## src/hw/muldiv_pkg.sv

```systemverilog
// ============================================================
// shared definitions for the RISC-V M-extension multiply/divide
// unit. Every RTL and testbench file uses these as muldiv_pkg::name
// ============================================================

package muldiv_pkg;

  // the unit only supports a 32-bit datapath
  localparam int XLEN = 32;

  // an operand or a result word
  typedef logic [XLEN-1:0] word_t;

  // a full double-width product
  typedef logic [2*XLEN-1:0] dword_t;

  // function code, equal to funct3 of the instruction
  typedef logic [2:0] fn_t;

  // multiply group, bit 2 clear
  localparam fn_t FN_MUL    = 3'd0;
  localparam fn_t FN_MULH   = 3'd1;
  localparam fn_t FN_MULHSU = 3'd2;
  localparam fn_t FN_MULHU  = 3'd3;

  // divide group, bit 2 set
  localparam fn_t FN_DIV    = 3'd4;
  localparam fn_t FN_DIVU   = 3'd5;
  localparam fn_t FN_REM    = 3'd6;
  localparam fn_t FN_REMU   = 3'd7;

  // issue to result strobe for the multiplier, one operand stage plus one product stage
  localparam int MUL_LATENCY = 2;

  // issue to result strobe for the divider
  // 1 setup cycle, 32 restoring iterations and 1 sign-fix cycle
  localparam int DIV_LATENCY = 34;

  // divider control FSM
  typedef enum logic [1:0] {
    DIV_IDLE,
    DIV_RUN,
    DIV_FIX
  } div_state_t;

endpackage

```

## src/hw/muldiv_mul.sv

```systemverilog
// ============================================================
// two-stage multiplier for MUL, MULH, MULHSU and MULHU
// accepts one issue per cycle and returns the result two cycles later
// ============================================================

`timescale 1ns/1ns

module muldiv_mul (
  input  logic               clk,
  input  logic               rst_n,
  input  logic               op_vld,
  input  muldiv_pkg::fn_t    op_fn,
  input  muldiv_pkg::word_t  op_a,
  input  muldiv_pkg::word_t  op_b,
  output muldiv_pkg::word_t  result,
  output logic               result_vld
);

  // only the two low bits of the function code matter inside this block
  logic [1:0] fn_lo;
  logic       a_signed;
  logic       b_signed;

  // operands widened by one bit so a single signed multiply covers all signedness mixes
  logic signed [muldiv_pkg::XLEN:0]     a_q;
  logic signed [muldiv_pkg::XLEN:0]     b_q;
  logic                                 hi_q;
  logic signed [2*muldiv_pkg::XLEN+1:0] prod_full;
  muldiv_pkg::dword_t                   prod_q;
  logic                                 hi_qq;
  logic [muldiv_pkg::MUL_LATENCY-1:0]   vld_q;

  assign fn_lo = op_fn[1:0];

  // MULH and MULHSU treat a as signed, only MULH treats b as signed
  assign a_signed = (fn_lo == muldiv_pkg::FN_MULH[1:0]) ||
                    (fn_lo == muldiv_pkg::FN_MULHSU[1:0]);
  assign b_signed = (fn_lo == muldiv_pkg::FN_MULH[1:0]);

  // stage one captures the extended operands on an issue
  always_ff @(posedge clk) begin
    if (op_vld) begin
      a_q  <= {a_signed & op_a[muldiv_pkg::XLEN-1], op_a};
      b_q  <= {b_signed & op_b[muldiv_pkg::XLEN-1], op_b};
      // every code except MUL wants the upper word
      hi_q <= (fn_lo != muldiv_pkg::FN_MUL[1:0]);
    end
  end

  // 33x33 signed product, the low 64 bits are exact for every signedness mix
  assign prod_full = a_q * b_q;

  // stage two registers the product every cycle so back-to-back issues both progress
  always_ff @(posedge clk) begin
    prod_q <= prod_full[2*muldiv_pkg::XLEN-1:0];
    hi_qq  <= hi_q;
  end

  assign result = hi_qq ? prod_q[2*muldiv_pkg::XLEN-1:muldiv_pkg::XLEN]
                        : prod_q[muldiv_pkg::XLEN-1:0];

  // valid travels alongside the two data stages
  always_ff @(posedge clk or negedge rst_n) begin
    if (!rst_n) begin
      vld_q <= '0;
    end else begin
      vld_q <= {vld_q[muldiv_pkg::MUL_LATENCY-2:0], op_vld};
    end
  end

  assign result_vld = vld_q[muldiv_pkg::MUL_LATENCY-1];

endmodule

```

## src/hw/muldiv_div.sv

```systemverilog
// ============================================================
// iterative restoring divider for DIV, DIVU, REM and REMU
// fixed latency, busy stays high until the result strobe
// ============================================================

`timescale 1ns/1ns

module muldiv_div (
  input  logic               clk,
  input  logic               rst_n,
  input  logic               op_vld,
  input  muldiv_pkg::fn_t    op_fn,
  input  muldiv_pkg::word_t  op_a,
  input  muldiv_pkg::word_t  op_b,
  output muldiv_pkg::word_t  result,
  output logic               result_vld,
  output logic               busy
);

  // counter wide enough for the iteration count
  localparam int CNT_W = $clog2(muldiv_pkg::DIV_LATENCY);

  logic [1:0]             fn_lo;
  logic                   is_signed;
  logic                   a_neg;
  logic                   b_neg;
  muldiv_pkg::word_t      abs_a;
  muldiv_pkg::word_t      abs_b;

  muldiv_pkg::div_state_t state_q;
  logic [CNT_W-1:0]       cnt_q;

  // operation record, held for the whole division
  logic                   is_rem_q;
  logic                   neg_quo_q;
  logic                   neg_rem_q;
  logic                   div_zero_q;
  logic                   ovf_q;
  muldiv_pkg::word_t      dividend_q;
  muldiv_pkg::word_t      divisor_q;

  // quo_q starts as the dividend and fills with quotient bits from the bottom
  muldiv_pkg::word_t      quo_q;
  muldiv_pkg::word_t      rem_q;

  logic [muldiv_pkg::XLEN:0] partial;
  logic [muldiv_pkg::XLEN:0] trial;
  muldiv_pkg::word_t         quo_fix;
  muldiv_pkg::word_t         rem_fix;

  assign fn_lo = op_fn[1:0];

  // DIV and REM are signed, DIVU and REMU are not
  assign is_signed = (fn_lo == muldiv_pkg::FN_DIV[1:0]) ||
                     (fn_lo == muldiv_pkg::FN_REM[1:0]);

  assign a_neg   = is_signed & op_a[muldiv_pkg::XLEN-1];
  assign b_neg   = is_signed & op_b[muldiv_pkg::XLEN-1];
  assign abs_a   = a_neg ? -op_a : op_a;
  assign abs_b   = b_neg ? -op_b : op_b;

  // one restoring step, shift in the next dividend bit and try to subtract
  assign partial = {rem_q, quo_q[muldiv_pkg::XLEN-1]};
  // partial is below twice the divisor, so bit XLEN of the difference is its sign
  assign trial   = partial - {1'b0, divisor_q};

  assign quo_fix = neg_quo_q ? -quo_q : quo_q;
  assign rem_fix = neg_rem_q ? -rem_q : rem_q;

  // control FSM, the load edge is the setup cycle
  always_ff @(posedge clk or negedge rst_n) begin
    if (!rst_n) begin
      state_q    <= muldiv_pkg::DIV_IDLE;
      cnt_q      <= '0;
      result_vld <= 1'b0;
    end else begin
      result_vld <= 1'b0;
      case (state_q)
        muldiv_pkg::DIV_IDLE: begin
          if (op_vld) begin
            state_q <= muldiv_pkg::DIV_RUN;
            // everything but the setup and fix cycles is spent iterating
            cnt_q   <= CNT_W'(muldiv_pkg::DIV_LATENCY - 2);
          end
        end
        muldiv_pkg::DIV_RUN: begin
          cnt_q <= cnt_q - 1'b1;
          if (cnt_q == CNT_W'(1)) begin
            state_q <= muldiv_pkg::DIV_FIX;
          end
        end
        muldiv_pkg::DIV_FIX: begin
          result_vld <= 1'b1;
          state_q    <= muldiv_pkg::DIV_IDLE;
        end
        default: begin
          state_q <= muldiv_pkg::DIV_IDLE;
        end
      endcase
    end
  end

  // datapath registers follow the FSM state
  always_ff @(posedge clk) begin
    if (state_q == muldiv_pkg::DIV_IDLE && op_vld) begin
      is_rem_q   <= fn_lo[1];
      // quotient is negative when exactly one operand is negative
      neg_quo_q  <= a_neg ^ b_neg;
      // remainder takes the sign of the dividend
      neg_rem_q  <= a_neg;
      div_zero_q <= (op_b == '0);
      // the only signed overflow is the most negative value divided by minus one
      ovf_q      <= is_signed && (op_a == {1'b1, {(muldiv_pkg::XLEN-1){1'b0}}}) &&
                    (op_b == '1);
      dividend_q <= op_a;
      divisor_q  <= abs_b;
      quo_q      <= abs_a;
      rem_q      <= '0;
    end else if (state_q == muldiv_pkg::DIV_RUN) begin
      if (!trial[muldiv_pkg::XLEN]) begin
        rem_q <= trial[muldiv_pkg::XLEN-1:0];
        quo_q <= {quo_q[muldiv_pkg::XLEN-2:0], 1'b1};
      end else begin
        rem_q <= partial[muldiv_pkg::XLEN-1:0];
        quo_q <= {quo_q[muldiv_pkg::XLEN-2:0], 1'b0};
      end
    end else if (state_q == muldiv_pkg::DIV_FIX) begin
      // RISC-V fixes the results of division by zero and of signed overflow
      if (div_zero_q) begin
        result <= is_rem_q ? dividend_q : '1;
      end else if (ovf_q) begin
        result <= is_rem_q ? '0 : dividend_q;
      end else begin
        result <= is_rem_q ? rem_fix : quo_fix;
      end
    end
  end

  // result_vld extends busy over the cycle the result is presented
  assign busy = (state_q != muldiv_pkg::DIV_IDLE) || result_vld;

endmodule

```

## src/hw/muldiv_top.sv

```systemverilog
// ============================================================
// multiply/divide unit top, steers an issue by function group
// and merges results, multiplies return after MUL_LATENCY cycles
// ============================================================

`timescale 1ns/1ns

module muldiv_top (
  input  logic               clk,
  input  logic               rst_n,
  input  logic               op_vld,
  input  muldiv_pkg::fn_t    op_fn,
  input  muldiv_pkg::word_t  op_a,
  input  muldiv_pkg::word_t  op_b,
  output muldiv_pkg::word_t  result,
  output logic               result_vld,
  output logic               busy
);

  logic              mul_issue;
  logic              div_issue;
  muldiv_pkg::word_t mul_result;
  logic              mul_result_vld;
  muldiv_pkg::word_t div_result;
  logic              div_result_vld;

  // bit 2 of the function code marks the divide group
  assign mul_issue = op_vld & ~op_fn[2];
  assign div_issue = op_vld &  op_fn[2];

  muldiv_mul u_mul (
    .clk        (clk),
    .rst_n      (rst_n),
    .op_vld     (mul_issue),
    .op_fn      (op_fn),
    .op_a       (op_a),
    .op_b       (op_b),
    .result     (mul_result),
    .result_vld (mul_result_vld)
  );

  muldiv_div u_div (
    .clk        (clk),
    .rst_n      (rst_n),
    .op_vld     (div_issue),
    .op_fn      (op_fn),
    .op_a       (op_a),
    .op_b       (op_b),
    .result     (div_result),
    .result_vld (div_result_vld),
    .busy       (busy)
  );

  // the issue rule keeps the two strobes apart, the multiplier wins the mux anyway
  assign result     = mul_result_vld ? mul_result : div_result;
  assign result_vld = mul_result_vld | div_result_vld;

endmodule

```

## config.mk

```make
export PLATFORM = sky130hd
export DESIGN_NAME = muldiv_top
export DESIGN_NICKNAME = d
export VERILOG_FILES = /design/src/hw/muldiv_pkg.sv /design/src/hw/muldiv_mul.sv /design/src/hw/muldiv_div.sv /design/src/hw/muldiv_top.sv
export SDC_FILE = /design/constraint.sdc
export NUM_CORES = 2
export LEC_CHECK = 0
export ABC_CLOCK_PERIOD_IN_PS = 7600
export BUFFER_PORTS_ARGS = -buffer_cell sky130_fd_sc_hd__buf_2
export CAP_MARGIN = 10
export CORE_AREA = 3 3 305 307
export DETAILED_ROUTE_END_ITERATION = 10
export DIE_AREA = 0 0 308 310
export PLACE_DENSITY = 0.86
export SLEW_MARGIN = 10
export SYNTH_ARGS = -nofsm -noshare
export SYNTH_HDL_FRONTEND = slang
export SYNTH_HIERARCHICAL = 1
export SYNTH_SLANG_ARGS = --single-unit
```

## constraint.sdc

```tcl
create_clock -name clk -period 7.6 [get_ports clk]
set_input_delay 0.38 -clock clk [delete_from_list [all_inputs] [get_ports clk]]
set_output_delay 0.38 -clock clk [all_outputs]
set_load 0.02 [all_outputs]
```

# [Word-level counts from Yosys, hierarchy flattened]
# Cells that the tools add are included.
[totals] in_bits=70 reg_bits=308 wordCells=83 output_inout_bits=34
[classes] muxes=21 mul=1 n_eq_ne=9 n_bitwise=11 n_addsub=6 reduce_logical=16
[op_table] cell="2-to-1 mux 32 bit" count=14
[op_table] cell="negation 32 bit" count=4
[op_table] cell="== test 32 bit, second input constant" count=2
[op_table] cell="multiplier 33 x 33 -> 64 bit" count=1
[op_table] cell="subtractor 33 x 32 -> 33 bit" count=1
[op_table] cell="logical NOT 32 bit" count=1
[op_table] cell="case mux 6 bit (2 select lines)" count=1
[op_table] cell="nonzero test 2 bit" count=4
[op_table] cell="AND 1 bit" count=6
[op_table] cell="== test 6 x 1 -> 1 bit, second input constant" count=1
[op_table] cell="2-to-1 mux 6 bit" count=1
[op_table] cell="subtractor 6 x 1 -> 6 bit, second input constant" count=1
[op_table] cell="== test 2 x 1 -> 1 bit, second input constant" count=2
[op_table] cell="== test 2 bit, second input constant" count=2
[op_table] cell="logical NOT 2 bit" count=2
[op_table] cell="2-to-1 mux 2 bit" count=2
[op_table] cell="inequality test 2 x 1 -> 1 bit, second input constant" count=2
[op_table] cell="case mux 2 bit (2 select lines)" count=1
[op_table] cell="AND reduction 2 bit" count=2
[op_table] cell="logical AND 1 bit" count=3
[op_table] cell="logical OR 1 bit" count=3
[op_table] cell="inverter 1 bit" count=3
[op_table] cell="AND reduction 3 bit" count=1
[op_table] cell="2-to-1 mux 1 bit" count=2
[op_table] cell="other kinds (2)" count=2

# [Longest topological paths before layout]
[depth] word_depth=5 ltp_mapped=28 depth_no_buf=26

# [Hierarchy]
# The synthesis kept the hierarchy.
[by_module_without_submodules] module="muldiv_mul" instances=1 cells_each=4341 seq_area_each_um2=3363.2 area_per_inst_um2=42211.7
[by_module_without_submodules] module="muldiv_div" instances=1 cells_each=1241 seq_area_each_um2=4859.7 area_per_inst_um2=11524.8
[by_module_without_submodules] module="muldiv_top" instances=1 cells_each=39 seq_area_each_um2=0.0 area_per_inst_um2=559.3

# [Worst setup path after synthesis]
# Ideal clock, no wire load.
[synth_path] path_kind="reg2reg" start="reg u_mul/a_q[32] in the netlist's numbering" end="reg u_mul.prod_q[62]" period_less_slack_ns=7.717 setup_slack_ns=-0.117 setup_time_ns=0.123 t_required_ns=7.477 arrival_ns=7.594 path_buffers=1 stages_incl_launch_ff=25 cell_sequence="edfxtp_1 > clkbuf_1 > nand2_1 > inv_1 > fa_1 > fa_1 > fa_1 > inv_1 > fa_1 > inv_1 > fa_1 > fa_1 > inv_1 > fa_1 > fa_1 > inv_1 > ha_1 > a21o_1 > a21o_1 > a21oi_1 > nand2_1 > a211o_1 > a21oi_1 > o21bai_1 > xor2_1"
[synth_between] elab_chain_cells=1
[synth_lines] element="from (decl)" line_no="muldiv_mul.sv:25" rtl="logic signed [muldiv_pkg::XLEN:0] a_q;"
[synth_lines] element="from (signal assigned)" line_no="muldiv_mul.sv:43" rtl="a_q <= {a_signed & op_a[muldiv_pkg::XLEN-1], op_a};"
[synth_lines] element="multiplier 33 x 33 -> 64 bit" line_no="muldiv_mul.sv:51" rtl="assign prod_full = a_q * b_q;"
[synth_lines] element="net u_mul.prod_full (one bit)" line_no="muldiv_mul.sv:28" rtl="logic signed [2*muldiv_pkg::XLEN+1:0] prod_full;"
[synth_lines] element="to (signal assigned)" line_no="muldiv_mul.sv:55" rtl="prod_q <= prod_full[2*muldiv_pkg::XLEN-1:0];"
[synth_lines] element="to (decl)" line_no="muldiv_mul.sv:29" rtl="muldiv_pkg::dword_t prod_q;"
# The timed path passes the listed nets, and every way through them passes these cells.
# A chain may end at the register's enable or synchronous reset.

# [Worst setup path in the final report]
[layout_path] start="reg u_mul/b_q[0] in the netlist's numbering" end="reg u_mul.prod_q[60]"
[layout_between] elab_chain_cells=1
[layout_lines] element="from (decl)" line_no="muldiv_mul.sv:26" rtl="logic signed [muldiv_pkg::XLEN:0] b_q;"
[layout_lines] element="from (signal assigned)" line_no="muldiv_mul.sv:44" rtl="b_q <= {b_signed & op_b[muldiv_pkg::XLEN-1], op_b};"
[layout_lines] element="multiplier 33 x 33 -> 64 bit" line_no="muldiv_mul.sv:51"
[layout_lines] element="net u_mul.prod_full (one bit)" line_no="muldiv_mul.sv:28"
# The timed path passes the listed nets, and every way through them passes these cells.

==> results.md <==
Clocking:
- The H-tree was split into 2 levels.
- TritonCTS built the clock tree.
- Clock tree synthesis found a total of a little over 300 sinks.
- The master cell of the clock root buffer is sky130_fd_sc_hd__clkbuf_16.
- In this run, CTS created clock tree buffers numbering 34.
- For the worst-skew pair, the clock arrives at the later sink with an insertion delay of 540 ps.
- The clock transition at the registers of the reported paths is 70 ps.
- The worst-case clock buffer depth is 3.

Synth:
- In this run, synthesis produced a sequential element count of 308.
- The share of the Yosys chip area taken by registers is 0.151.
- Summing every instance area after synthesis gives 0.0543 sq mm.
- The synthesized design contains 200 enable-type register cells.
- The fraction of registers with async set/reset is 0.0357.
- Synthesis instantiated 94 different standard cells from the library.
- The average cell area after synthesis is between 9 and 10 sq um.
- Synthesis produced a netlist whose cell count is between 5000 and 6000.
- The most frequently used flop master after synthesis is sky130_fd_sc_hd__edfxtp_1.
- The net count after synthesis is 7070.
- The number of warnings reported in the yosys synthesis log is 6.

Setup path:
- The setup path with the least slack is of type flip-flop to flip-flop.
- The startpoint of the worst-slack reg-to-reg timing path is u_mul/b_q[0].
- The worst setup path is launched from a flip-flop.
- For the worst setup path, the data required time is 8000 ps.
- The slack of the worst reg-to-reg path is between 9 and 10 ps.
- For the worst setup path, the data arrival time is 7990 ps.
- The capture point of the worst reg-to-reg path is u_mul/prod_q[60].
- For the worst flop-to-flop path, the logic depth is 26.
- The worst setup path is captured at a flip-flop.
- The largest fanout on the critical path is 11.

Place:
- Timing analysis after detailed placement gives a worst setup slack of -0.0888 ps.
- The detailed placer's ending HPWL is approximately 120 mm.
- The placer congestion estimate is 0.972.
- The count of buffers from port buffering is 103.

Global route:
- The number of antenna violations at the first check in global routing is 5.
- In the global route stage, overall resource usage came out at 0.312.
- The remaining global-route overflow is 0.
- The first-pass GRT wire length is 235 mm.
- Entering global routing, the biggest net connects 75 pins.
- The number of global-route vias before repair is 44300.

Floorplan:
- For this configuration, the core starts out at a cell density of 0.601.
- The floorplan step defined a die boundary enclosing 0.0955 sq mm.
- The vertical extent of the die is 310 um.
- The initialized floorplan defines 110 standard-cell rows.
- The area of the core is 0.0903 sq mm.
- The width of the die is 308 um.
- For this design the top-level I/O count stands at 104.

Routing:
- The routed design has 146 mm of wire.
- After detailed routing, the average wire length per cell comes to approximately 21 um.
- The number of detailed-route iterations in the first pass is 5.
- In this run the remaining antenna-violating nets after routing total 0.
- Using the TritonRoute via totals, the vias-per-cell ratio works out to 5.93.
- In the routed design, unresolved DRC markers number 0.
- For this block, the via count after detailed routing is 40800.
- The first routing iteration left ~3800 violations.

Timing:
- The hold violation count in the final report is 0.
- The final number of max-transition violations is 0.
- The worst pin sits at a relative slew slack of 0.199.
- In the post-route analysis, the smallest setup slack over all paths is 9.69 ps.
- Setup violations remaining at the end of the flow were counted as 0.
- The part of the cycle the worst path needs is 0.999.
- The upper clock frequency limit is 132 MHz.
- Counting I/O delays and the setup requirement, the final critical path takes approximately 7600 ps.
- At the pin with the least slew margin, the transition time is 1200 ps.
- The clock skew after layout is 30.3 ps.
- Setup repair after global routing could not meet its margin everywhere.

Finish:
- In the layout the commonest cells are sky130_fd_sc_hd__inv_1, sky130_fd_sc_hd__fa_1, sky130_fd_sc_hd__nand2_1, sky130_fd_sc_hd__and2_1, sky130_fd_sc_hd__ha_1.
- The net total in the final layout is 7118.
- The library cell used most frequently in the layout, excluding fill and tap cells, is sky130_fd_sc_hd__inv_1.
- Of the cells placed in the final design, the portion with a size suffix greater than 1 is 0.0978.
- Relative to the synthesized area, the layout overhead comes to 8.79%.

Worst hold path:
- The type of the tightest min-delay check is input port to flip-flop.
- The cell count of the worst hold path is 1.
- The worst hold path begins at op_fn[1].
- The worst hold path terminates at u_div/is_rem_q.

Run status:
- The flow ran to the end, and the final reports show no timing, DRC or antenna violations.

Flow run:
- The max-cap check violation count is 0.
## Yosys cell counts (97+ instances only)
master,count,area share
sky130_fd_sc_hd__clkbuf_1,268,0.019
sky130_fd_sc_hd__inv_1,1151,0.080
sky130_fd_sc_hd__fa_1,1126,0.42
sky130_fd_sc_hd__a21oi_1,176,0.016
sky130_fd_sc_hd__and2_1,554,0.064
sky130_fd_sc_hd__nor2_1,101,0.0070
sky130_fd_sc_hd__ha_1,253,0.058
sky130_fd_sc_hd__nand2_1,694,0.048
sky130_fd_sc_hd__xnor2_1,136,0.022
sky130_fd_sc_hd__o21ai_0,132,0.012
sky130_fd_sc_hd__edfxtp_1,200,0.11
sky130_fd_sc_hd__dfxtp_1,97,0.036
## cells by family after synthesis
family | count (synthesis) | synth area share
xor gates and xnor gates | 223 | 0.0361
AOI/OAI and AO/OA | 572 | 0.0686
and+or+nand+nor | 1603 | 0.148
DFF | 308 | 0.151
buffers and inverters | 1439 | 0.101
adders and majority gates | 1379 | 0.473
muxes | 97 | 0.0214
## registers in the layout, summed over array words and instances, names as in the netlist, 2 cells and up
signal            flops
u_div/quo_q          32
u_mul/prod_q         64
u_div/cnt_q           6
u_div/rem_q          32
u_div/state_q         2
u_div/dividend_q     32
u_div/divisor_q      32
u_mul/a_q            33
u_mul/vld_q           2
u_mul/b_q            33
u_div/result         32
## cell type report
class / instances / area [sq um]
multi-input combinational: 3874 / 41100
timing repair buffer: 299 / 2770
clock inverter: 10 / 123
antenna: 5 / 12.5
fill: 6566 / 31200
clock buffer: 52 / 1000
sequential: 308 / 8220
inverter: 1152 / 4340
tap: 1176 / 1470
## worst max-delay path by stage
stage / endpoint / depth (start not counted) / startpoint / slack [ps]
2_1_floorplan: u_mul/prod_q[62] / 24 / u_mul/a_q[32] / 40
3_3_place_gp: u_mul/prod_q[49] / 26 / u_mul/a_q[26] / 90
3_5_place_dp: u_mul/prod_q[51] / 25 / u_mul/a_q[23] / -0.09
4_1_cts: u_mul/prod_q[51] / 25 / u_mul/b_q[0] / -9
5_1_grt: u_mul/prod_q[51] / 28 / u_mul/b_q[0] / -210
6_report: u_mul/prod_q[60] / 26 / u_mul/b_q[0] / 10
## metrics by stage
step           hold slack [ps]  cells  area, sq um  setup TNS (ps)  utilization
2_1_floorplan             84.4   5621        54300               0            -
3_3_place_gp               263   6768        57000               0        0.631
3_5_place_dp               266   6768        57000         -0.0888        0.631
4_1_cts                   75.3   6831        58100           -9.03        0.644
5_1_grt                   88.3   6872        59100           -1930        0.654
6_report                  91.5   6876        59100               0        0.654
## worst max-delay path, cell delays in order, from the launching register on
cell and delay [ps]:
sky130_fd_sc_hd__edfxtp_1 420, sky130_fd_sc_hd__buf_12 170, sky130_fd_sc_hd__buf_12 130, sky130_fd_sc_hd__nand2_1 110, sky130_fd_sc_hd__inv_2 70, sky130_fd_sc_hd__fa_2 580
sky130_fd_sc_hd__fa_1 450, sky130_fd_sc_hd__fa_2 610, sky130_fd_sc_hd__buf_6 160, sky130_fd_sc_hd__clkinvlp_4 100, sky130_fd_sc_hd__fa_2 590, sky130_fd_sc_hd__clkinvlp_4 170
sky130_fd_sc_hd__buf_4 180, sky130_fd_sc_hd__fa_1 460, sky130_fd_sc_hd__fa_1 510, sky130_fd_sc_hd__fa_1 500, sky130_fd_sc_hd__inv_1 50, sky130_fd_sc_hd__fa_1 470
sky130_fd_sc_hd__inv_1 40, sky130_fd_sc_hd__ha_1 300, sky130_fd_sc_hd__a21o_1 190, sky130_fd_sc_hd__a21o_1 160, sky130_fd_sc_hd__a21oi_1 290, sky130_fd_sc_hd__o21ai_0 140
sky130_fd_sc_hd__a31oi_1 270, sky130_fd_sc_hd__o21ai_0 190, sky130_fd_sc_hd__xor2_1 170
## timing repair
action	4_1_cts	5_1_grt
gates resized for setup	4	129
setup endpoints to repair	5	28
gates cloned	0	4
hold buffers	1	0
pin swaps	2	36
buffers inserted	0	36
endpoints found under the hold margin	11	0
## metal layers
layer | vias up | part of all wire | track usage
met2 | 2316 | 0.49 | 0.531
met1 | 20700 | 0.37 | 0.403
met5 | - | 0.000089 | 0
met4 | 2 | 0.049 | 0.129
li1 | 17200 | - | -
met3 | 541 | 0.095 | 0.0510
Power is left out: the tool's default activity adds up to more than one toggle a clock period on the data nets, which glitch-free logic cannot reach.
